==> src/verilog/microCodePkg.sv <==
`default_nettype none

package microCodePkg;

        //--------------------------------------------------------------------
        // Bus and pin widths
        //--------------------------------------------------------------------

        localparam int busDataWidth = 32;
        localparam int pinWidth = 8;

        // Address bit splitting RAM from registers
        localparam int ramSelBit = 12;

        // Register word offsets
        localparam logic [3:0] regStartOffset = 4'h0;
        localparam logic [3:0] regEndOffset = 4'h4;
        localparam logic [3:0] regControlOffset = 4'h8;
        localparam logic [3:0] regStatusOffset = 4'hC;

        // Active HTRANS codes
        localparam logic [1:0] htransNonSeq = 2'd2;
        localparam logic [1:0] htransSeq = 2'd3;

        //--------------------------------------------------------------------
        // Microcode word
        //--------------------------------------------------------------------

        typedef enum logic [1:0] {
                opDrive = 2'd0,
                opDelay = 2'd1,
                opSample = 2'd2,
                opReserved = 2'd3
        } opCodeT;

        // One word, two views picked by the opcode
        typedef union packed {
                struct packed {
                        opCodeT opCode;
                        logic [20:0] spare;
                        logic outEn;
                        logic [7:0] pinData;
                } drive;
                struct packed {
                        opCodeT opCode;
                        logic [13:0] spare;
                        logic [15:0] count;
                } delay;
        } microCodeWordT;

endpackage

`default_nettype wire

==> src/verilog/ahbSlaveDecoder.sv <==
`timescale 1ns/1ps
`default_nettype none

module ahbSlaveDecoder (
        input  wire                                  clk,
        input  wire                                  RSTn,
        input  wire                                  HSEL,
        input  wire  [31:0]                          HADDR,
        input  wire  [microCodePkg::busDataWidth-1:0] regRdata,
        output logic                                 regSel,
        output logic                                 ramSel,
        output logic [microCodePkg::busDataWidth-1:0] HRDATA
);

        // Data-phase flag for the read mux
        logic regPhase;

        //--------------------------------------------------------------------
        // Address phase decode
        //--------------------------------------------------------------------

        // Upper region is RAM
        assign ramSel = HSEL & HADDR[microCodePkg::ramSelBit];
        // Lower region is the register block
        assign regSel = HSEL & ~HADDR[microCodePkg::ramSelBit];

        //--------------------------------------------------------------------
        // Data phase read mux
        //--------------------------------------------------------------------

        // No wait states, so the data phase is always the next cycle
        always_ff @(posedge clk or negedge RSTn) begin
                if (!RSTn) begin
                        regPhase <= 1'b0;
                end else begin
                        regPhase <= regSel;
                end
        end

        // RAM is write-only from the bus and reads as all ones
        assign HRDATA = regPhase ? regRdata : '1;

endmodule

`default_nettype wire

==> config.mk <==
export PLATFORM = sky130hd
export DESIGN_NAME = ahbSlaveDecoder
export DESIGN_NICKNAME = d
export VERILOG_FILES = /design/src/verilog/microCodePkg.sv /design/src/verilog/ahbSlaveDecoder.sv
export SDC_FILE = /design/constraint.sdc
export NUM_CORES = 1
export LEC_CHECK = 0
export BUFFER_PORTS_ARGS = -buffer_cell sky130_fd_sc_hd__buf_2
export CAP_MARGIN = 25
export CELL_PAD_IN_SITES_DETAIL_PLACEMENT = 1
export CELL_PAD_IN_SITES_GLOBAL_PLACEMENT = 2
export CORE_AREA = 2 2 50 61
export DETAILED_ROUTE_END_ITERATION = 16
export DIE_AREA = 0 0 52 63
export MAX_ROUTING_LAYER = met4
export PLACE_DENSITY = 0.95
export SYNTH_ARGS = -nofsm -noshare
export SYNTH_HDL_FRONTEND = slang
export SYNTH_SLANG_ARGS = --single-unit
==> constraint.sdc <==
create_clock -name clk -period 1.6 [get_ports clk]
set_clock_uncertainty 0.15 [all_clocks]
set_input_delay 0.16 -clock clk [delete_from_list [all_inputs] [get_ports clk]]
set_output_delay 0.16 -clock clk [all_outputs]
set_load 0.05 [all_outputs]
* Yosys cells after proc, flatten, opt, wreduce, memory -nomap -nowiden *
Cells that the tools add are included.

word-level totals
  bits in registers = 1
  bits in latches = 0
  memory bits (writable) = 0
  ROM bits = 0
  input port bits = 67
  output and inout port bits = 34
  logic and storage cells = 5
  memories = 0

cells by class
  $add $sub $neg = 0
  $mul = 0
  divide/modulo/power cells = 0
  order comparisons = 0
  equal/unequal tests = 0
  shift-type cells = 0
  muxes and demuxes = 1
  bitwise logic cells = 3
  reductions and logical operators = 0

operators with widths
  kind                count
  32-bit two-way mux  1
  1-bit bitwise AND   2
  1-bit NOT           1

* Logic depth before layout (Yosys ltp) *
  word-level depth = 2
  gate-level depth with buffers = 2
  depth with buffers taken out = 1

* Least setup slack after synthesis *
No wires, ideal clock.

  path type = in2reg
  start = input port HSEL
  end = register regPhase
  library setup time = 207 ps
  data arrival time = 893 ps
  setup slack = 351 ps
  cell stages on the path = 1
  path buffers = 0
  cells stage by stage = nor2b_1

between the ends
  cells in the longest elaborated chain, start to end = 1

RTL lines
  element               RTL line               text
  start, declared       ahbSlaveDecoder.sv:7   input wire HSEL,
  1-bit bitwise AND     ahbSlaveDecoder.sv:25  assign regSel = HSEL & ~HADDR[microCodePkg::ramSelBit];
  end signal, assigned  ahbSlaveDecoder.sv:36  regPhase <= regSel;
  end, declared         ahbSlaveDecoder.sv:16  logic regPhase;

Every way passes these cells.

* Worst setup path after layout *
  start = register regPhase
  end = output port HRDATA[29] (netlist bit)

between the ends
  cells in the longest elaborated chain, start to end = 1

RTL lines
  element             RTL line               text
  32-bit two-way mux  ahbSlaveDecoder.sv:41  assign HRDATA = regPhase ? regRdata : '1;
  end, declared       ahbSlaveDecoder.sv:12  output logic [microCodePkg::busDataWidth-1:0] HRDATA

Every way passes these cells.

==> impl_metrics.yaml <==
pwr:
  power.static_leakage_nw: 0.3146
  seqPwrFrac: 0.103
  ir_worst_vdd_mv: 0.1593
  swShare: 0.6165
  combPwrFrac: 0.897
  power.density_mw_per_mm2: 412.6
  p_int_mw: 0.1032
  p_sw_mw: 0.1658
  clkPwrFrac: 0
placed_design:
  globalplace.congestion: 0.7414
  hpwl_um: 1379
  port_buffers: 69
  placed_cells: 140
final_layout:
  largest_reg_flops: 1
  layout-drive-gt1-share: 0.6636
  reg_top3: "regPhase: 1 flops"
  nFillCells: 362
  syn2layout_area_growth_pct: 156.6
  diodes: 0
  nets: 176
  regMostFlops: "regPhase"
  regArea_um2: 25.02
  multi_input_area_um2: 214.0
  stdcell_count: 141
setup_path:
  max_stage_delay_ns: 0.32
  end_kind: "output pin"
  cpMaxStageDelayCell: "dfrtp_1"
  crit_type: "register to output pin"
  critPathMaxFanout: 12
  arrival_ns: 0.95
  cp.required_ns: 1.29
  crit_chain: "buf_4 > or2b_1 > buf_2"
  start_kind: "register"
detailed_routing:
  drtAntennaViolNets: 0
  dr.pass1.iters: 2
  vias: 525
  route.detailed.drc: 0
  wl_per_cell_um: 10.64
  viasPerCell: 3.723
  routed_wl_um: 1500
  drtIter0Drc: 2
timing:
  period_needed_ns: 1.259
  finalSetupTns_ns: 0
  slew_headroom: 0.8279
  hold_violations: 0
  setup_viol_count_final: 0
  period_share: 0.7866
  fmax_mhz: 794.6
  drv_slew: 0
  rsz0062_at_grt: "false"
  tightest_slew_ns: 0.2599
  hold_slack_ns: 0.1894
die:
  pin_count: 101
  fp.dieH_um: 63
  initial_utilization: 0.09385
  core.rowCount: 21
  die_x_um: 52
  core_mm2: 0.002706
  dieArea_mm2: 0.003276
grt:
  antenna_found_initial: 0
  grt_pass1_wl_um: 2173
  grt_max_degree: 21
  grtUsageTotal: 0.08696
  grt_overflow: 0
  grt_pass1_vias: 497
hold_path:
  hold_path.class: "primary input to register"
logic_synthesis:
  syn_avg_cell_area_um2: 6.684
  synth_cells: 38
  synth_nets: 105
  synth_compound_gate_area_share: 0
  yosys.area_share.simple: 0.8424
  syn-cell-area_um2: 254.0
  synth_mux_area_frac: 0
  synthXorXnorAreaFrac: 0
  yosysSeqAreaShare: 0.09852
  synth_top_family_by_area: "simple AND/OR/NAND/NOR gates"
  ys_types: 6
  synth_fa_ha_area_frac: 0
  ys_seq_elements: 1
  yosys_warnings: 0
clock_tree:
  clk_pin_slew_worst_paths_ns: 0
  cts_hold_buffers: 1
  cts_resized: 0
  cts_setup_buffers: 0
job:
  drv_cap: 0
run_status:
  status: "completed"
## cell usage in the layout, fill, tap and decap left out
cell type,Yosys,final
dlygate4sd3_1,0,1
nor2b_1,1,1
dfrtp_1,1,1
or2b_1,1,1
buf_2,3,69
and2_1,1,1
buf_4,0,2
nand2b_1,31,31
## cell usage after synthesis (all sizes together)
library cell / n / share of area
and2: 1 / 0.025
buf: 3 / 0.059
or2b: 1 / 0.030
dfrtp: 1 / 0.099
nor2b: 1 / 0.025
nand2b: 31 / 0.76
## per-stage QoR
step | cell area (µm²) | utilization | total power, mW | setup slack, ns
finish | 651.9 | 0.2409 | 0.2690 | 0.3415
global route | 651.9 | 0.2409 | 0.2816 | 0.2906
CTS | 651.9 | 0.2409 | 0.2709 | 0.3304
detailed placement | 641.9 | 0.2372 | 0.2688 | 0.3326
global placement | 641.9 | 0.2372 | 0.2641 | 0.3686
floorplan | 254.0 | - | 0.1898 | 0.3505
## kinds of logic (layout without fill, tap and decap cells)
| kind of cell | Yosys count | after routing |
|---|---|---|
| and+or+nand+nor | 34 | 34 |
| DFF | 1 | 1 |
| buffers and inverters | 3 | 72 |
## final cells by class
type | instances | share of cell area
Sequential cell | 1 | 0.03839
Timing Repair Buffer | 72 | 0.5681
Multi-Input combinational cell | 34 | 0.3282
Tap cell | 34 | 0.06526
## power by group through the flow
stage               registers [mW]  clock network, mW  logic [mW]
floorplan                   0.0280                  0       0.162
global placement            0.0276                  0       0.236
detailed placement          0.0277                  0       0.241
CTS                         0.0277                  0       0.243
global route                0.0279                  0       0.254
finish                      0.0276                  0       0.241
## critical path, delay by kind of cell, from the launching register on
family | cells | cell delay [ns]
buffers and inverters | 2 | 0.38
and+or+nand+nor | 1 | 0.24
DFF | 1 | 0.32
## final timing paths
check                          start          to  depth (start not counted)
max                         regPhase  HRDATA[29]                          3
min                        HADDR[12]    regPhase                          2
max in group asynchronous       RSTn    regPhase                          2
min in group asynchronous       RSTn    regPhase                          2
## metal layers
metal | wire length (µm) | track usage
met3 | 208 | 0.009569
met1 | 441 | 0.06782
met4 | 0 | 0
met5 | 0 | -
met2 | 850 | 0.2009
No activity file was read; power rests on OpenSTA's default activity.
