**src/verilog/microCodePkg.sv**
```systemverilog
`default_nettype none

package microCodePkg;

        //--------------------------------------------------------------------
        // Bus and pin widths
        //--------------------------------------------------------------------

        localparam int busDataWidth = 32;
        localparam int pinWidth = 8;

        // Address bit splitting RAM from registers
        localparam int ramSelBit = 12;

        // Register word offsets
        localparam logic [3:0] regStartOffset = 4'h0;
        localparam logic [3:0] regEndOffset = 4'h4;
        localparam logic [3:0] regControlOffset = 4'h8;
        localparam logic [3:0] regStatusOffset = 4'hC;

        // Active HTRANS codes
        localparam logic [1:0] htransNonSeq = 2'd2;
        localparam logic [1:0] htransSeq = 2'd3;

        //--------------------------------------------------------------------
        // Microcode word
        //--------------------------------------------------------------------

        typedef enum logic [1:0] {
                opDrive = 2'd0,
                opDelay = 2'd1,
                opSample = 2'd2,
                opReserved = 2'd3
        } opCodeT;

        // One word, two views picked by the opcode
        typedef union packed {
                struct packed {
                        opCodeT opCode;
                        logic [20:0] spare;
                        logic outEn;
                        logic [7:0] pinData;
                } drive;
                struct packed {
                        opCodeT opCode;
                        logic [13:0] spare;
                        logic [15:0] count;
                } delay;
        } microCodeWordT;

endpackage

`default_nettype wire

```
**src/verilog/gpioPort.sv**
```systemverilog
`timescale 1ns/1ps
`default_nettype none

module gpioPort (
        input  wire                                clk,
        input  wire                                RSTn,
        input  wire                                driveLoad,
        input  wire  [microCodePkg::pinWidth-1:0]  driveData,
        input  wire                                driveEn,
        input  wire  [microCodePkg::pinWidth-1:0]  pinIn,
        output logic [microCodePkg::pinWidth-1:0]  pinOut,
        output logic                               pinOutEn,
        output logic [microCodePkg::pinWidth-1:0]  pinSync
);

        // First synchronizer stage
        logic [microCodePkg::pinWidth-1:0] pinMeta;

        always_ff @(posedge clk or negedge RSTn) begin
                if (!RSTn) begin
                        pinOut <= '0;
                        pinOutEn <= 1'b0;
                        pinMeta <= '0;
                        pinSync <= '0;
                end else begin
                        // Pins hold until the next drive
                        if (driveLoad) begin
                                pinOut <= driveData;
                                pinOutEn <= driveEn;
                        end
                        pinMeta <= pinIn;
                        pinSync <= pinMeta;
                end
        end

endmodule

`default_nettype wire

```
**config.mk**
```make
export PLATFORM = sky130hd
export DESIGN_NAME = gpioPort
export DESIGN_NICKNAME = d
export VERILOG_FILES = /design/src/verilog/microCodePkg.sv /design/src/verilog/gpioPort.sv
export SDC_FILE = /design/constraint.sdc
export NUM_CORES = 1
export LEC_CHECK = 0
export ABC_AREA = 1
export BUFFER_PORTS_ARGS = -buffer_cell sky130_fd_sc_hd__buf_2
export CAP_MARGIN = 20
export CORE_MARGIN = 2
export CORE_UTILIZATION = 35
export CTS_BUF_LIST = sky130_fd_sc_hd__clkbuf_2
export DETAILED_ROUTE_END_ITERATION = 8
export PLACE_DENSITY = 0.66
export RECOVER_POWER = 25
export SYNTH_ARGS = -nofsm -noshare
export SYNTH_HDL_FRONTEND = slang
export SYNTH_SLANG_ARGS = --single-unit
```
**constraint.sdc**
```tcl
create_clock -name clk -period 0.8 [get_ports clk]
set_input_delay 0.2 -clock clk [delete_from_list [all_inputs] [get_ports clk]]
set_output_delay 0.2 -clock clk [all_outputs]
set_load 0.02 [all_outputs]
```
; Word level (Yosys, flattened, before mapping)
; Cells that the tools add are included.
[totals]
rom_bits = 0
regBits = 25
wordCells = 4
output_inout_bits = 17
latchBits = 0
memories = 0
ram_bits = 0
input_bits = 20
[op_classes]
reduce_logical = 0
mul = 0
muxes = 0
n_lt_le_gt_ge = 0
bitwise_logic = 0
div = 0
shifts = 0
add_sub_neg = 0
eq_ne = 0

; Logic depth before layout (Yosys ltp)
; Gate-level depths: netlist of run 1.
[depth]
depth_word = 0
mapped_depth = 4
ltp_nobuf = 3

; Least setup slack after synthesis of run 1
; No wires, ideal clock.
[synth_path]
path_kind = reg-to-reg
from = register, netlist name pinOutEn
to = register pinOutEn
t_arrival_ns = 0.559
path_stages_with_launch = 3
slack_ns = 0.124
path_buffers = 0
period_less_slack_ns = 0.676
path_cell_list = dfrtp_1 -> nand2_1 -> nand2_1
[synth_rtl]
columns = element, line
row1 = "end signal, assigned", gpioPort.sv:29  ; pinOutEn <= driveEn;
row2 = "end, declared", gpioPort.sv:12  ; output logic pinOutEn,

; Final worst setup path of run 1
[layout_path]
from = register pinOut[7] in the netlist's numbering
to = output pinOut[7] in the netlist's numbering
[layout_rtl]
columns = element, line
row1 = "start, declared", gpioPort.sv:11  ; output logic [microCodePkg::pinWidth-1:0] pinOut,
row2 = "start signal, assigned", gpioPort.sv:28  ; pinOut <= driveData;
; No word-level cell between the ends.

==> key figures, run 1 <==
STA
  • Slew Viols, Final: 0
  • Clock skew: 1.04 ps
  • Crit path time final: 1120 ps
  • Setup tns final: -5160 ps
  • F_max: 891 MHz
  • Measured slew at the worst slew-check pin: 319 ps
  • Unrepaired setup endpoints after global routing: yes
  • Final hold vios: 0
  • Final setup margin: -322 ps
  • Crit share post-route: 140%
  • Finish-stage setup viols: 18
  • Worst slew margin: 78.8%

Synthesis
  • Yosys top cell by area: dfrtp_1
  • Synth unique cells: 4
  • Synthesized Nets: 74
  • Cell area after synthesis: 742 um^2
  • Post-synth top area share: 84.3%
  • Seq/Total Area, Yosys: 84.3%
  • Synth top area cells: dfrtp_1 84%, nand2_1 14%, buf_6 1.5%
  • Post-Syn Area per Cell: 13.7 um^2
  • Complex-gate fraction of the synthesized area: 0%
  • Simple-gate share of the synthesized area: 13.7%
  • Yosys warnings: 0
  • Largest family of logic cells by synthesized area: simple AND/OR/NAND/NOR gates
  • Mux contribution to synthesized area: 0%
  • Post-Synth Adder-Cell Area: 0%
  • Post-synthesis register bit count: 25
  • Mapped Cells: 54
  • Synth Area in XOR/XNOR: 0%

Routing
  • Wl on met1: 519 um
  • First-pass DRT Iterations: 4
  • DRT Wirelength: 1.47 mm
  • # DRC: 0
  • Metal2 WL: 867 um
  • Vias per cell: 3.95
  • ANT nets after route: 0
  • Top sig layer: met4
  • Vias: 541
  • Met3 wire len: 71 um
  • Initial drt markers: 2
  • WL per Instance: 10.7 um

Floorplan
  • Initial Utilization: 37.4%
  • FP Rows: 16
  • DIE WIDTH: 50.0 um
  • Top Ports: 37
  • Core area: 1980 um^2
  • Die Height: 50.0 um
  • Area of the die: 2500 um^2

CTS
  • Clock Tree Root: clkbuf_2
  • CTS sink cnt: 25
  • Bufs on Longest Clock Path: 2
  • Total CTS buffers: 3
  • CTS H-tree depth: 1
  • Clock Latency Late Sink: 330 ps
  • Clock transition at path regs: 230 ps
  • CTS tree: yes

Critical path
  • FF-to-FF Start: pinOut[5]
  • Worst R2R Path Depth: 4
  • Critical path startpoint: pinOut[7]
  • CP startpoint kind: flop
  • Crit-path max cell delay: 450 ps
  • Crit path max-delay cell type: dfrtp_1
  • Reg2Reg Capture Point: pinOut[5]
  • Bufs and invs on worst path: 1
  • Crit path max-delay family: flip-flops
  • Cell Chain, Critical Path: buf_6
  • WS Path Type: reg -> out
  • CP Capture Type: output pin
  • Worst EP required: 600 ps
  • WP depth: 1
  • Crit-path max FO: 2
  • Worst R2R Setup Slack: -70 ps
  • Worst Path Arrival: 920 ps

Final layout
  • Fillers: 157
  • Nets: 131
  • P&R area growth vs syn: 65.8%
  • Diodes inserted: 0
  • Share of layout cells above drive strength 1: 42.7%
  • Fin util: 62.1%

Power and ir drop
  • PwrDens: 1870 nW/um^2
  • Leak Pwr: 0.649 nW
  • Clk network pwr share: 21.5%
  • Flop pwr share: 60.5%
  • Cell internal pwr: 1.70 mW
  • Worst VDD drop: 0.00120 V
  • Power Total: 2.30 mW
  • Sw Ratio: 25.9%
  • P_sw: 0.594 mW
  • Combinational power share: 18.0%

Hold path
  • WHS Endpoint: pinOut[6]
  • Hold path startpoint: driveData[6]
  • Worst hold path type: in -> reg
  • Hold path depth: 3

Placement
  • DP HPWL: 867 um
  • GP Congestion: 0.649
  • PortBufs: 36

Global route
  • First-pass GRT wire length: 2.14 mm
  • Overflow after GRT: 0
  • Gr usage total: 12.2%
  • Antenna violations before repair: 0
  • Number of global-route vias before repair: 496
  • Largest net degree at the start of global routing: 26

Job
  • Maxcap violations: 0

Run status
  • Outcome: finished, violations left
  • Failing checks: negative setup slack
[cells by family (layout without fill, tap and decap cells)]
family	count (synthesis)	in the layout
flops	25	25
simple gates	27	27
buf+inv	2	58
[routing by layer]
metal / track usage, % / vias to the layer above
li1: - / 273
met3: 5.15 / 2
met5: 0 / -
met4: 5.56 / 0
met1: 12.2 / 250
met2: 21.5 / 16
[cells in the final DEF, fill, tap and decap left out]
cell type	instances
buf_2	19
buf_4	5
buf_6	17
clkbuf_2	3
clkbuf_4	1
dfrtp_1	25
dlygate4sd3_1	11
inv_2	1
inv_6	1
nand2_1	27
[worst min-delay path: stages]
cell     delay, ps
buf_2           80
nand2_1         40
nand2_1         50
[sequential cells by signal (all words and copies together), names as in the netlist]
register and count:
pinSync 8, pinOutEn 1, pinOut 8, pinMeta 8
[stage by stage]
stage,area (um^2),hold slack (ps),setup slack [ps],instances
final,1230,49.3,-322,137
after CTS,1210,24.0,-361,133
after global routing,1230,17.5,-440,137
after detailed placement,965,148,73.2,117
after global placement,965,146,80.1,117
after floorplan,742,-95.6,124,54
[power by group through the flow]
stage                     clock network [mW]  registers [mW]  logic, mW
after floorplan                            0            1.48     0.0497
after global placement                     0            1.40      0.272
after detailed placement                   0            1.40      0.275
after CTS                              0.524            1.39      0.400
after global routing                   0.599            1.40      0.442
final                                  0.494            1.39      0.413
[cell usage after synthesis]
cell type / instances
buf_6: 1
dfrtp_1: 25
inv_2: 1
nand2_1: 27
[layout make-up]
class | instances | area (um^2) | share of cell area (%)
clock inverters | 1 | 8.76 | 0.712
flip-flops and latches | 25 | 626 | 50.9
repair buffers | 53 | 442 | 35.9
clock buffers | 3 | 15.0 | 1.22
well taps | 27 | 33.8 | 2.75
multi-input cells | 27 | 101 | 8.24
inverters | 1 | 3.75 | 0.305
[worst max-delay path by stage]
stage / slack (ps) / end
after detailed placement: 70 / pinOut[7]
final: -320 / pinOut[7]
after CTS: -360 / pinOut[7]
after global placement: 80 / pinOut[5]
after floorplan: 120 / pinOutEn
after global routing: -440 / pinOut[3]
[timing repair]
action | in CTS | in global routing
setup buffers | 3 | 2
pin swaps | 0 | 0
hold endpoints to repair | 33 | 2
resized for setup | 34 | 0
gates cloned | 0 | 0
hold buffers | 9 | 2
endpoints found under the setup margin | 17 | 17
Note: power is estimated with default switching activity, not from simulation.
==> inputs of run 2 (changes only) <==
REMOVE_ABC_BUFFERS = 1   (was default)
SLEW_MARGIN = 20   (was default)
==> run 2 against run 1 <==
The run still ends with negative setup slack left. Core utilization fell by 0.95 points. Total power increased by 0.96%. Clock skew increased by 1.0 ps. Setup slack worse by 18 ps. Critical path depth unchanged. Critical path type unchanged.
==> key figures, run 2 (synthesized netlist as in run 1, its figures left out) <==
STA
  • Final setup margin: -340 ps (was -322 ps)
  • F_max: 877 MHz (was 891 MHz)
  • Unrepaired setup endpoints after global routing: yes (unchanged)
  • Final hold vios: 0 (unchanged)
  • Crit share post-route: 143% (was 140%)
  • Hold slack: 31.6 ps (was 49.3 ps)
  • Crit path time final: 1140 ps (was 1120 ps)
  • Setup tns final: -5380 ps (was -5160 ps)
  • Worst slew margin: 78.3% (was 78.8%)
  • Slew Viols, Final: 0 (unchanged)
  • Measured slew at the worst slew-check pin: 326 ps (was 319 ps)
  • Clock skew: 2.07 ps (was 1.04 ps)
  • Finish-stage setup viols: 17 (was 18)

Floorplan
  • FP Rows: 16 (unchanged)
  • DIE WIDTH: 50.0 um (unchanged)
  • Top Ports: 37 (unchanged)
  • Area of the die: 2500 um^2 (unchanged)
  • Initial Utilization: 37.4% (unchanged)
  • Die Height: 50.0 um (unchanged)
  • Core area: 1980 um^2 (unchanged)

Power and ir drop
  • Worst VDD drop: 0.00114 V (was 0.00120 V)
  • Cell internal pwr: 1.70 mW (about the same)
  • Combinational power share: 17.6% (was 18.0%)
  • Leak Pwr: 0.637 nW (was 0.649 nW)
  • Sw Ratio: 26.9% (was 25.9%)
  • P_sw: 0.623 mW (was 0.594 mW)
  • PwrDens: 1910 nW/um^2 (was 1870 nW/um^2)
  • Clk network pwr share: 22.4% (was 21.5%)
  • Flop pwr share: 60.0% (was 60.5%)

Placement
  • DP HPWL: 940 um (was 867 um)
  • PortBufs: 36 (unchanged)
  • Area after DPL: 965 um^2 (unchanged)
  • GP Congestion: 0.708 (was 0.649)

Final layout
  • Fin util: 61.1% (was 62.1%)
  • FF+latch area: 626 um^2 (unchanged)
  • Nets: 128 (was 131)
  • Biggest regs: pinMeta: 8 flops, pinOut: 8 flops, pinSync: 8 flops (unchanged)
  • Share of layout cells above drive strength 1: 44.9% (was 42.7%)
  • Area of the multi-input gates: 106 um^2 (was 101 um^2)
  • P&R area growth vs syn: 63.2% (was 65.8%)
  • Commonest non-fill, non-tap cells in the layout: 25 x nand2_1, 25 x dfrtp_1, 19 x buf_2 (was 27 x nand2_1, 25 x dfrtp_1, 19 x buf_2)
  • Post-Layout Inst Area: 1210 um^2 (was 1230 um^2)
  • Diodes inserted: 0 (unchanged)
  • Fillers: 163 (was 157)

Critical path
  • Worst R2R Setup Slack: 40 ps (was -70 ps)
  • WS Path Type: reg -> out (unchanged)
  • Crit-path max FO: 2 (unchanged)
  • Crit path max-delay cell type: dfrtp_1 (unchanged)
  • CP startpoint kind: flop (unchanged)
  • Bufs and invs on worst path: 1 (unchanged)
  • Worst EP required: 600 ps (about the same)
  • Crit-path max cell delay: 460 ps (was 450 ps)
  • Crit path max-delay family: flip-flops (unchanged)
  • Cell Chain, Critical Path: buf_6 (unchanged)
  • CP Capture Type: output pin (unchanged)
  • Worst Path Arrival: 940 ps (was 920 ps)

Global route
  • Number of global-route vias before repair: 594 (was 496)
  • Antenna violations before repair: 0 (unchanged)
  • First-pass GRT wire length: 2.50 mm (was 2.14 mm)
  • Overflow after GRT: 0 (unchanged)
  • Gr usage total: 13.6% (was 12.2%)
  • Largest net degree at the start of global routing: 26 (unchanged)

Run status
  • Outcome: finished, violations left (unchanged)
  • Failing checks: negative setup slack (unchanged)

Routing
  • Vias: 557 (was 541)
  • Initial drt markers: 3 (was 2)
  • DRT Wirelength: 1.57 mm (was 1.47 mm)
  • # DRC: 0 (unchanged)
  • First-pass DRT Iterations: 2 (was 4)
  • ANT nets after route: 0 (unchanged)
  • WL per Instance: 11.7 um (was 10.7 um)
  • Vias per cell: 4.16 (was 3.95)

Hold path
  • Worst hold path type: in -> reg (unchanged)

Job
  • Maxcap violations: 0 (unchanged)

CTS
  • CTS sink cnt: 25 (unchanged)
  • CTS H-tree depth: 1 (unchanged)
  • Clock Tree Root: clkbuf_2 (unchanged)
  • Clock transition at path regs: 240 ps (was 230 ps)
  • CTS tree: yes (unchanged)
  • Clock Latency Late Sink: 340 ps (was 330 ps)
  • Total CTS buffers: 3 (unchanged)
  • Bufs on Longest Clock Path: 2 (unchanged)
run 2: power by group through the flow:
stage | clock (mW) | sequential (mW) | combinational [mW]
floorplan | 0 | 1.48 | 0.0399
global placement | 0 | 1.40 | 0.273
detailed placement | 0 | 1.40 | 0.279
CTS | 0.530 | 1.39 | 0.402
global route | 0.586 | 1.40 | 0.442
finish | 0.519 | 1.39 | 0.408
run 2: final cells by class:
class,count,share of cell area (%)
clock inverters,1,0.723
multi-input cells,27,8.78
inverters,1,0.310
well taps,27,2.79
repair buffers,50,34.5
clock buffers,3,1.24
flip-flops and latches,25,51.7
run 2: final timing paths:
path,from,end,cells past startpoint
min in group asynchronous,RSTn,pinSync[4],3
setup / recovery,pinOutEn,pinOutEn,1
setup reg to reg,pinOut[5],pinOut[5],3
max in group asynchronous,RSTn,pinMeta[0],3
hold / removal,driveData[6],pinOut[6],3
hold reg to reg,pinMeta[7],pinSync[7],0
run 2: what timing repair did:
item                                   CTS  global route
hold buffers                             9             0
setup endpoints to repair               17            18
pin swaps                                0             1
gates resized for setup                 34             3
endpoints found under the hold margin   33             0
buffers inserted                         3             2
run 2: tightest hold or removal path: stages:
cell and delay [ps]:
buf_2 70, nand2_1 40, nand2_1 50
run 2: metal layers:
metal,track usage [%],routed length [um]
met5,0,0
met3,1.52,59
met1,13.9,524
met2,26.5,967
met4,6.94,20
run 2: per-stage QoR:
stage / cells / worst slack (ps) / total power, mW
after floorplan: 53 / 124 / 1.52
after global placement: 117 / 75.4 / 1.67
after detailed placement: 117 / 62.7 / 1.68
after CTS: 133 / -357 / 2.32
after global routing: 134 / -407 / 2.43
final: 134 / -340 / 2.32
