<file path="config.mk">
export PLATFORM = sky130hd
export DESIGN_NAME = microCodeRegs
export DESIGN_NICKNAME = d
export VERILOG_FILES = /design/src/verilog/microCodePkg.sv /design/src/verilog/microCodeRegs.sv
export SDC_FILE = /design/constraint.sdc
export NUM_CORES = 1
export LEC_CHECK = 0
export BUFFER_PORTS_ARGS = -buffer_cell sky130_fd_sc_hd__buf_2
export CORE_MARGIN = 2
export CORE_UTILIZATION = 36
export DETAILED_ROUTE_END_ITERATION = 10
export GPL_ROUTABILITY_DRIVEN = 1
export PLACE_DENSITY = 0.9
export SLEW_MARGIN = 0
export SYNTH_ARGS = -nofsm -noshare
export SYNTH_HDL_FRONTEND = slang
export SYNTH_SLANG_ARGS = --single-unit
</file>
<file path="constraint.sdc">
create_clock -name clk -period 4 [get_ports clk]
set_input_delay 0.2 -clock clk [delete_from_list [all_inputs] [get_ports clk]]
set_output_delay 0.2 -clock clk [all_outputs]
set_load 0.1 [all_outputs]
</file>
<file path="src/verilog/microCodePkg.sv">
`default_nettype none

package microCodePkg;

        //--------------------------------------------------------------------
        // Bus and pin widths
        //--------------------------------------------------------------------

        localparam int busDataWidth = 32;
        localparam int pinWidth = 8;

        // Address bit splitting RAM from registers
        localparam int ramSelBit = 12;

        // Register word offsets
        localparam logic [3:0] regStartOffset = 4'h0;
        localparam logic [3:0] regEndOffset = 4'h4;
        localparam logic [3:0] regControlOffset = 4'h8;
        localparam logic [3:0] regStatusOffset = 4'hC;

        // Active HTRANS codes
        localparam logic [1:0] htransNonSeq = 2'd2;
        localparam logic [1:0] htransSeq = 2'd3;

        //--------------------------------------------------------------------
        // Microcode word
        //--------------------------------------------------------------------

        typedef enum logic [1:0] {
                opDrive = 2'd0,
                opDelay = 2'd1,
                opSample = 2'd2,
                opReserved = 2'd3
        } opCodeT;

        // One word, two views picked by the opcode
        typedef union packed {
                struct packed {
                        opCodeT opCode;
                        logic [20:0] spare;
                        logic outEn;
                        logic [7:0] pinData;
                } drive;
                struct packed {
                        opCodeT opCode;
                        logic [13:0] spare;
                        logic [15:0] count;
                } delay;
        } microCodeWordT;

endpackage

`default_nettype wire

</file>
<file path="src/verilog/microCodeRegs.sv">
`timescale 1ns/1ps
`default_nettype none

module microCodeRegs #(
        parameter int ramAddrWidth = 8
) (
        input  wire                                  clk,
        input  wire                                  RSTn,
        input  wire                                  regSel,
        input  wire  [31:0]                          HADDR,
        input  wire  [1:0]                           HTRANS,
        input  wire                                  HWRITE,
        input  wire  [microCodePkg::busDataWidth-1:0] HWDATA,
        input  wire                                  busy,
        input  wire  [ramAddrWidth-1:0]              fetchAddr,
        input  wire  [microCodePkg::pinWidth-1:0]    sampleData,
        output logic [microCodePkg::busDataWidth-1:0] regRdata,
        output logic [ramAddrWidth-1:0]              startAddr,
        output logic [ramAddrWidth-1:0]              endAddr,
        output logic                                 runPulse
);

        logic busActive;
        logic wrPhase;
        // Byte offset captured in the address phase
        logic [3:0] regAddr;

        assign busActive = (HTRANS == microCodePkg::htransNonSeq) ||
                           (HTRANS == microCodePkg::htransSeq);

        //--------------------------------------------------------------------
        // Address phase capture and data phase write
        //--------------------------------------------------------------------

        always_ff @(posedge clk or negedge RSTn) begin
                if (!RSTn) begin
                        wrPhase <= 1'b0;
                        regAddr <= '0;
                        startAddr <= '0;
                        endAddr <= '0;
                        runPulse <= 1'b0;
                end else begin
                        // Pulse lasts one cycle
                        runPulse <= 1'b0;
                        if (wrPhase) begin
                                case (regAddr)
                                        microCodePkg::regStartOffset:
                                                startAddr <= HWDATA[ramAddrWidth-1:0];
                                        microCodePkg::regEndOffset:
                                                endAddr <= HWDATA[ramAddrWidth-1:0];
                                        // Bit 0 requests a run
                                        microCodePkg::regControlOffset:
                                                runPulse <= HWDATA[0];
                                        default: ;
                                endcase
                        end
                        wrPhase <= regSel && busActive && HWRITE;
                        if (regSel && busActive) begin
                                regAddr <= HADDR[3:0];
                        end
                end
        end

        //--------------------------------------------------------------------
        // Read data
        //--------------------------------------------------------------------

        always_comb begin
                regRdata = '0;
                case (regAddr)
                        microCodePkg::regStartOffset:
                                regRdata[ramAddrWidth-1:0] = startAddr;
                        microCodePkg::regEndOffset:
                                regRdata[ramAddrWidth-1:0] = endAddr;
                        // Busy, current fetch address, last sample
                        microCodePkg::regStatusOffset: begin
                                regRdata[0] = busy;
                                regRdata[8 +: ramAddrWidth] = fetchAddr;
                                regRdata[16 +: microCodePkg::pinWidth] = sampleData;
                        end
                        // Control is a command, reads zero
                        default: ;
                endcase
        end

endmodule

`default_nettype wire

</file>
Word level (Yosys, flattened, before mapping)
Index checks and enable logic that the tools add are counted.
Storage, ports and cells
  flip-flop bits (word level): 22
  input port bits: 87
  output and inout bits: 49
  logic and storage cells: 21
Cells by class
  eq/ne operators: 5
  muxes and demuxes: 5
  reductions and logical operators: 6
Operators with widths (number)
  $mux 16: 1
  $pmux 7 s2: 1
  $eq 4x4->1 const B: 2
  $eq 2x2->1 const B: 2
  $eq 4x3->1 const B: 1
  $logic_not 4->1: 1
  $reduce_and 2->1: 2
  $pmux 1 s3: 1
  $logic_and 1x1->1: 2
  $mux 1: 2
  $logic_or 1x1->1: 1

Longest topological paths before layout
Gate-level depths: netlist of run 1.
  depth in word-level cells: 4
  gate-level depth with buffers: 4

Least setup slack after synthesis of run 1
No wires, ideal clock.
  kind: reg2out
  start: register endAddr[1]
  end: output regRdata[1] (netlist bit)
  arrival: 2.368 ns
  data required time: 3.800 ns
  slack: 1.432 ns
  stages on the path, launching flop included: 3
  cells stage by stage: dfrtp_1 -> mux2i_1 -> nor2_1
On the way
  cells in the longest elaborated chain, start to end: 1
RTL lines
  start: declaration: line microCodeRegs.sv:19  | output logic [ramAddrWidth-1:0] endAddr,
  start signal: assignment: line microCodeRegs.sv:50  | endAddr <= HWDATA[ramAddrWidth-1:0];
  $pmux 7 s2: line microCodeRegs.sv:70  | case (regAddr)
  end: declaration: line microCodeRegs.sv:17  | output logic [microCodePkg::busDataWidth-1:0] regRdata,
Every way passes these cells.

Worst setup path in the final report of run 1
  start: register regAddr[2]
  end: output regRdata[15] (netlist bit)
On the way
  cells in the longest elaborated chain, start to end: 2
RTL lines
  start: declaration: line microCodeRegs.sv:26  | logic [3:0] regAddr;
  start signal: assignment: line microCodeRegs.sv:59  | regAddr <= HADDR[3:0];
  $eq 4x4->1: line microCodeRegs.sv:70
  $mux 16: line microCodeRegs.sv:70
Every way passes these cells.

==> results.txt, run 1 <==
----------------------------------------------------
[Layout]
  Commonest cells after routing, fill and taps aside ... buf_2 (74), dfrtp_1 (22), and2_1 (17)
  Fraction of final layout cells sized beyond drive strength 1 ... 59.54%
  Area growth syn-to-layout ... 36.14%
  Leading cell type in the layout, fill and taps excluded ... buf_2
  Final cell area excluding filler cells ... 1617 µm²
  Layout net count ... 261

[Clock network]
  Num Clock Sinks ... 22
  Clk Tree Root Cell ... clkbuf_4
  H-tree level count ... 1
  Clock transition at the registers of the reported paths ... 0.12 ns
  Clock buffers created by TritonCTS ... 3
  Number of cells upsized or downsized after cts ... 0
  Clk buf depth ... 2
  CTS tree ... built
  Clock latency on the worst-skew pair ... 0.31 ns

[Placed design]
  Placed inst area ... 1551 µm²
  IO Port Bufs ... 74
  DP HPWL ... 2.426 mm
  Pre-CTS WS ... 2.062 ns
  Weighted congestion at the end of routability-driven global placement ... 0.6990

[Synthesis]
  Synth area leader ... dfrtp_1
  Yosys synthesis warning count ... 0
  Sequential element share of the synthesized area ... 46.36%
  Mean instance size in the synthesized netlist ... 11.99 µm²
  Flip-flop and latch count after synthesis ... 22
  Distinct cells, synth ... 21
  Mapped Area ... 1187 µm²
  Leading post-synthesis cells by cell area ... dfrtp_1 (46%), mux2_2 (11%), mux2_4 (10%), and2_1 (9.0%), mux2i_1 (6.7%)
  Area share of the leading cell type in the synthesized netlist ... 46.36%
  Synthesized instance count ... 99

[Critical path]
  Setup crit start kind ... register
  Arrival @ worst endpoint ... 2.07 ns
  Type of the worst setup path ... register to output port
  Startpoint of the worst-slack reg-to-reg timing path ... regAddr[2]
  Worst Setup SP ... regAddr[2]
  Endpoint kind of the worst setup timing path ... output port
  Crit path max fanout ... 16
  Required time worst endpoint ... 3.80 ns

[STA]
  Maximum clock skew at final layout ... 0.005667 ns
  Slack of the critical path ... 1.727 ns
  Minimum clock period ... 2.273 ns
  Fraction of the cycle the final worst path needs ... 56.82%
  Worst rel slew slack ... 61.20%
  Maximum operating frequency ... 0.4400 GHz
  Final setup vio count ... 0
  Slew Limit Fails ... 0
  Setup repair after global routing missed its margin ... no
  Setup tns final ... 0 ns
  Worst hold-check slack ... 0.1202 ns
  Final Hold Vio Count ... 0
  Transition time at the pin with the least slew margin ... 0.5820 ns

[Global routing]
  Overall track demand over capacity in global routing ... 15.83%
  Pin count of the biggest net entering global routing ... 23
  GRT overflow ... 0
  Via count of the first global-routing pass ... 947
  Initial antenna violation count ... 2
  Wire length of the first global-routing pass ... 4.271 mm

[Pwr]
  Largest voltage drop on the vdd net ... 250.3 µV
  Total power density per cell area ... 739.5 nW/µm²
  Power after layout ... 1.195 mW
  Leakage power ... 0.9117 nW

[Route]
  Antenna Violating Nets Remaining ... 0
  Routed via count ... 978
  Routed vias/inst ... 4.486
  DRT Pass-1 Iters ... 2
  Overall routed net length ... 2.989 mm
  Final routed DRC violation total ... 0
  Number of DRC markers after the initial detailed-route iteration ... 18
  Detail-routed net length per standard cell ... 13.71 µm

[Floorplanning]
  Die area ... 3774 µm²
  Row count ... 20
  Number of primary I/O pins ... 136
  Initial core utilization ... 38.27%
  Horiz. Die Dim ... 61.43 µm
  Die height ... 61.43 µm
  Std-Cell Core Area ... 3103 µm²

[Min path]
  Startpoint of the lowest-slack hold path ... HADDR[1]
  Min-delay worst type ... primary input to register

[Flow run]
  Max-cap violations ... 0

[Run status]
  Status ... finished, final reports clean

----------------------------------------------------
-- logic make-up after synthesis --
logic type,after synthesis,synth area share [%]
and+or+nand+nor,35,17.28
muxes,28,28.24
DFF,22,46.36
buffers and inverters,12,7.375
AOI/OAI and AO/OA,1,0.4211
other,1,0.3158
-- power breakdown --
part | leakage, nW | total, mW | internal [mW] | switching (mW)
sequential | 0.273 | 0.329 | 0.277 | 0.0521
clock | 0.0279 | 0.169 | 0.101 | 0.0679
combinational | 0.610 | 0.697 | 0.129 | 0.569
-- final timing paths --
check                      slack [ns]  cells after the start            to
hold reg to reg                  0.55                      1  startAddr[0]
setup / recovery                 1.73                      3  regRdata[15]
min in group asynchronous        0.38                      2  startAddr[1]
max in group asynchronous        3.29                      2    endAddr[2]
setup reg to reg                 2.21                      2    endAddr[2]
hold / removal                   0.12                      2    regAddr[1]
-- per-stage QoR --
stage | util (%) | std cells
2_1_floorplan | - | 106
3_3_place_gp | 50.00 | 212
5_1_grt | 52.02 | 217
6_report | 52.10 | 218
4_1_cts | 52.02 | 217
3_5_place_dp | 50.00 | 212
-- Yosys cell counts (all sizes together) --
cell type and instances:
nor2 8, nand2 2, and2 17, buf 11, nor2b 1, nor3 1
nand3 1, conb 1, mux2i 8, mux2 20, or3 1, o21ai 1
and4 1, and3 3, clkbuf 1, dfrtp 22
-- critical path: stages, from the launching register on --
cell and delay [ns]:
dfrtp_1 0.73, and3_2 0.42, and2_1 0.18, buf_2 0.43
-- timing repair --
item,in CTS,in global routing
hold buffers,1,0
endpoints found under the hold margin,22,0
setup buffers,0,0
-- routing by layer --
layer	share of wire (%)	track usage, %	wire [µm]
met3	11	6.303	316
met4	0.27	4.863	8
met1	41	18.04	1233
met5	0.43	0	13
met2	47	27.36	1417
-- flip-flops by register name, summed over array words and instances, names as in the netlist --
name	count
endAddr	8
startAddr	8
regAddr	4
runPulse	1
wrPhase	1
-- cell type report --
class / instances / area (µm²)
Clock inverter: 1 / 30.03
Multi-Input combinational cell: 72 / 575.6
Antenna cell: 1 / 2.502
Timing Repair Buffer: 75 / 380.4
Tap cell: 44 / 55.05
Fill cell: 307 / 1486
Clock buffer: 3 / 22.52
Sequential cell: 22 / 550.5
(Power assumes the default switching activity.)
==> run 2: changes to the inputs <==
CORE_UTILIZATION = 33   (was 36)
PLACE_DENSITY = 0.84   (was 0.9)
clock period = 2.3 ns   (was 4 ns; I/O delays follow)
==> results.txt, run 2 (same netlist as run 1, synthesis figures left out) <==
----------------------------------------------------
[Floorplanning]
  Initial core utilization ... 35.03% (was 38.27%)
  Std-Cell Core Area ... 3390 µm² (was 3103 µm²)
  Row count ... 21 (was 20)
  Number of primary I/O pins ... 136 (unchanged)
  Die height ... 63.99 µm (was 61.43 µm)
  Horiz. Die Dim ... 63.99 µm (was 61.43 µm)
  Die area ... 4094 µm² (was 3774 µm²)

[Global routing]
  Overall track demand over capacity in global routing ... 13.37% (was 15.83%)
  Via count of the first global-routing pass ... 961 (was 947)
  GRT overflow ... 0 (unchanged)
  Wire length of the first global-routing pass ... 4.284 mm (was 4.271 mm)
  Pin count of the biggest net entering global routing ... 23 (unchanged)
  Initial antenna violation count ... 0 (was 2)

[Critical path]
  Setup slack of the most critical reg-to-reg path ... 0.63 ns (was 2.21 ns)
  Startpoint of the worst-slack reg-to-reg timing path ... regAddr[1] (was regAddr[2])
  Type of the worst setup path ... register to output port (unchanged)
  Arrival @ worst endpoint ... 1.94 ns (was 2.07 ns)
  Worst Setup SP ... regAddr[1] (was regAddr[2])
  Required time worst endpoint ... 2.18 ns (was 3.80 ns)
  Crit path max fanout ... 7 (was 16)
  Setup crit start kind ... register (unchanged)
  Endpoint kind of the worst setup timing path ... output port (unchanged)

[Layout]
  Fraction of final layout cells sized beyond drive strength 1 ... 63.79% (was 59.54%)
  Number of non-filler instances in the completed layout ... 220 (was 218)
  Area growth syn-to-layout ... 38.25% (was 36.14%)
  Layout net count ... 262 (was 261)
  Leading registers by flop count ... endAddr (8), startAddr (8), regAddr (4) (unchanged)
  Leading cell type in the layout, fill and taps excluded ... buf_2 (unchanged)
  Commonest cells after routing, fill and taps aside ... buf_2 (74), dfrtp_1 (22), and2_1 (17) (unchanged)
  Final antenna diode count ... 0 (was 1)

[Clock network]
  Number of cells upsized or downsized after cts ... 0 (unchanged)
  CTS tree ... built (unchanged)
  Clk Tree Root Cell ... clkbuf_4 (unchanged)
  Clk buf depth ... 2 (unchanged)
  Num Clock Sinks ... 22 (unchanged)
  Clock buffers created by TritonCTS ... 3 (unchanged)
  H-tree level count ... 1 (unchanged)
  Clock latency on the worst-skew pair ... 0.31 ns (about the same)
  Clock transition at the registers of the reported paths ... 0.13 ns (was 0.12 ns)

[Pwr]
  Largest voltage drop on the vdd net ... 690.1 µV (was 250.3 µV)
  Leakage power ... 0.9152 nW (was 0.9117 nW)
  Total power density per cell area ... 1272 nW/µm² (was 739.5 nW/µm²)

[Route]
  Overall routed net length ... 2.756 mm (was 2.989 mm)
  Final routed DRC violation total ... 0 (unchanged)
  Antenna Violating Nets Remaining ... 0 (unchanged)
  Routed via count ... 997 (was 978)
  DRT Pass-1 Iters ... 3 (was 2)
  Routed vias/inst ... 4.532 (was 4.486)
  Number of DRC markers after the initial detailed-route iteration ... 6 (was 18)
  Detail-routed net length per standard cell ... 12.53 µm (was 13.71 µm)

[STA]
  Final setup vio count ... 0 (unchanged)
  Worst rel slew slack ... 59.53% (was 61.20%)
  Final Hold Vio Count ... 0 (unchanged)
  Transition time at the pin with the least slew margin ... 0.6070 ns (was 0.5820 ns)
  Minimum clock period ... 2.059 ns
  Setup repair after global routing missed its margin ... no (unchanged)
  Setup tns final ... 0 ns (unchanged)
  Maximum clock skew at final layout ... 0.009372 ns (was 0.005667 ns)
  Maximum operating frequency ... 0.4857 GHz
  Slew Limit Fails ... 0 (unchanged)
  Fraction of the cycle the final worst path needs ... 89.51%

[Run status]
  Status ... finished, final reports clean (unchanged)

[Placed design]
  Inst Count DP ... 215 (was 212)
  DP HPWL ... 2.217 mm (was 2.426 mm)
  IO Port Bufs ... 74 (unchanged)
  Weighted congestion at the end of routability-driven global placement ... 0.6951 (was 0.6990)

[Min path]
  Min-delay worst type ... primary input to register (unchanged)
  Startpoint of the lowest-slack hold path ... HWDATA[6] (was HADDR[1])

[Flow run]
  Max-cap violations ... 0 (unchanged)

----------------------------------------------------
==> run 2: changes by cell type in the layout (fill, tap and decap cells not counted) <==
cell	change
buf_4	+1
diode_2	-1
nor2_1	-7
nor2_2	+7
==> run 2: final cells by class <==
cell class,count,area [µm²]
timing repair buffer,76,387.9
clock buffer,3,22.52
clock inverter,1,30.03
tap,46,57.56
multi-input combinational,72,593.1
fill,334,1748
sequential,22,550.5
==> run 2: power by group <==
group	switching, mW	internal (mW)
combinational	0.996	0.229
clock	0.123	0.176
sequential	0.0817	0.482
==> run 2: path summary, 6_finish.rpt <==
path / end / cells past startpoint
min in group asynchronous: startAddr[1] / 2
max in group asynchronous: runPulse / 2
setup reg to reg: endAddr[1] / 3
setup / recovery: regRdata[6] / 3
hold / removal: endAddr[6] / 2
hold reg to reg: startAddr[0] / 1
==> run 2: worst max-delay path, cell delays in order (launching register included) <==
cell and delay, ns:
dfrtp_1 0.43, or3_2 0.63, nor2_2 0.14, buf_2 0.43
==> run 2: metal layers <==
metal	up-vias	part of all wire, %	wire length [µm]	GRT usage (%)
met4	0	0.51	14	3.261
met1	472	37	1011	15.44
met2	55	53	1464	24.35
li1	468	-	-	-
met5	-	0	0	0
met3	2	9.6	264	3.521
==> run 2: what timing repair did <==
| action | in CTS | in global routing |
|---|---|---|
| endpoints found under the hold margin | 22 | 0 |
| hold buffers | 1 | 0 |
| setup buffers | 0 | 0 |
==> run 2: metrics by stage <==
stage	setup slack, ns	util (%)	area [µm²]	power, mW	hold slack [ns]
floorplan	0.2086	-	1231	1.635	-0.1806
global placement	0.5813	46.59	1579	1.789	0.1041
detailed placement	0.5850	46.59	1579	1.805	0.1096
CTS	0.2218	48.43	1642	2.105	0.02339
global route	0.1312	48.43	1642	2.171	0.01067
finish	0.2413	48.43	1642	2.088	0.03117
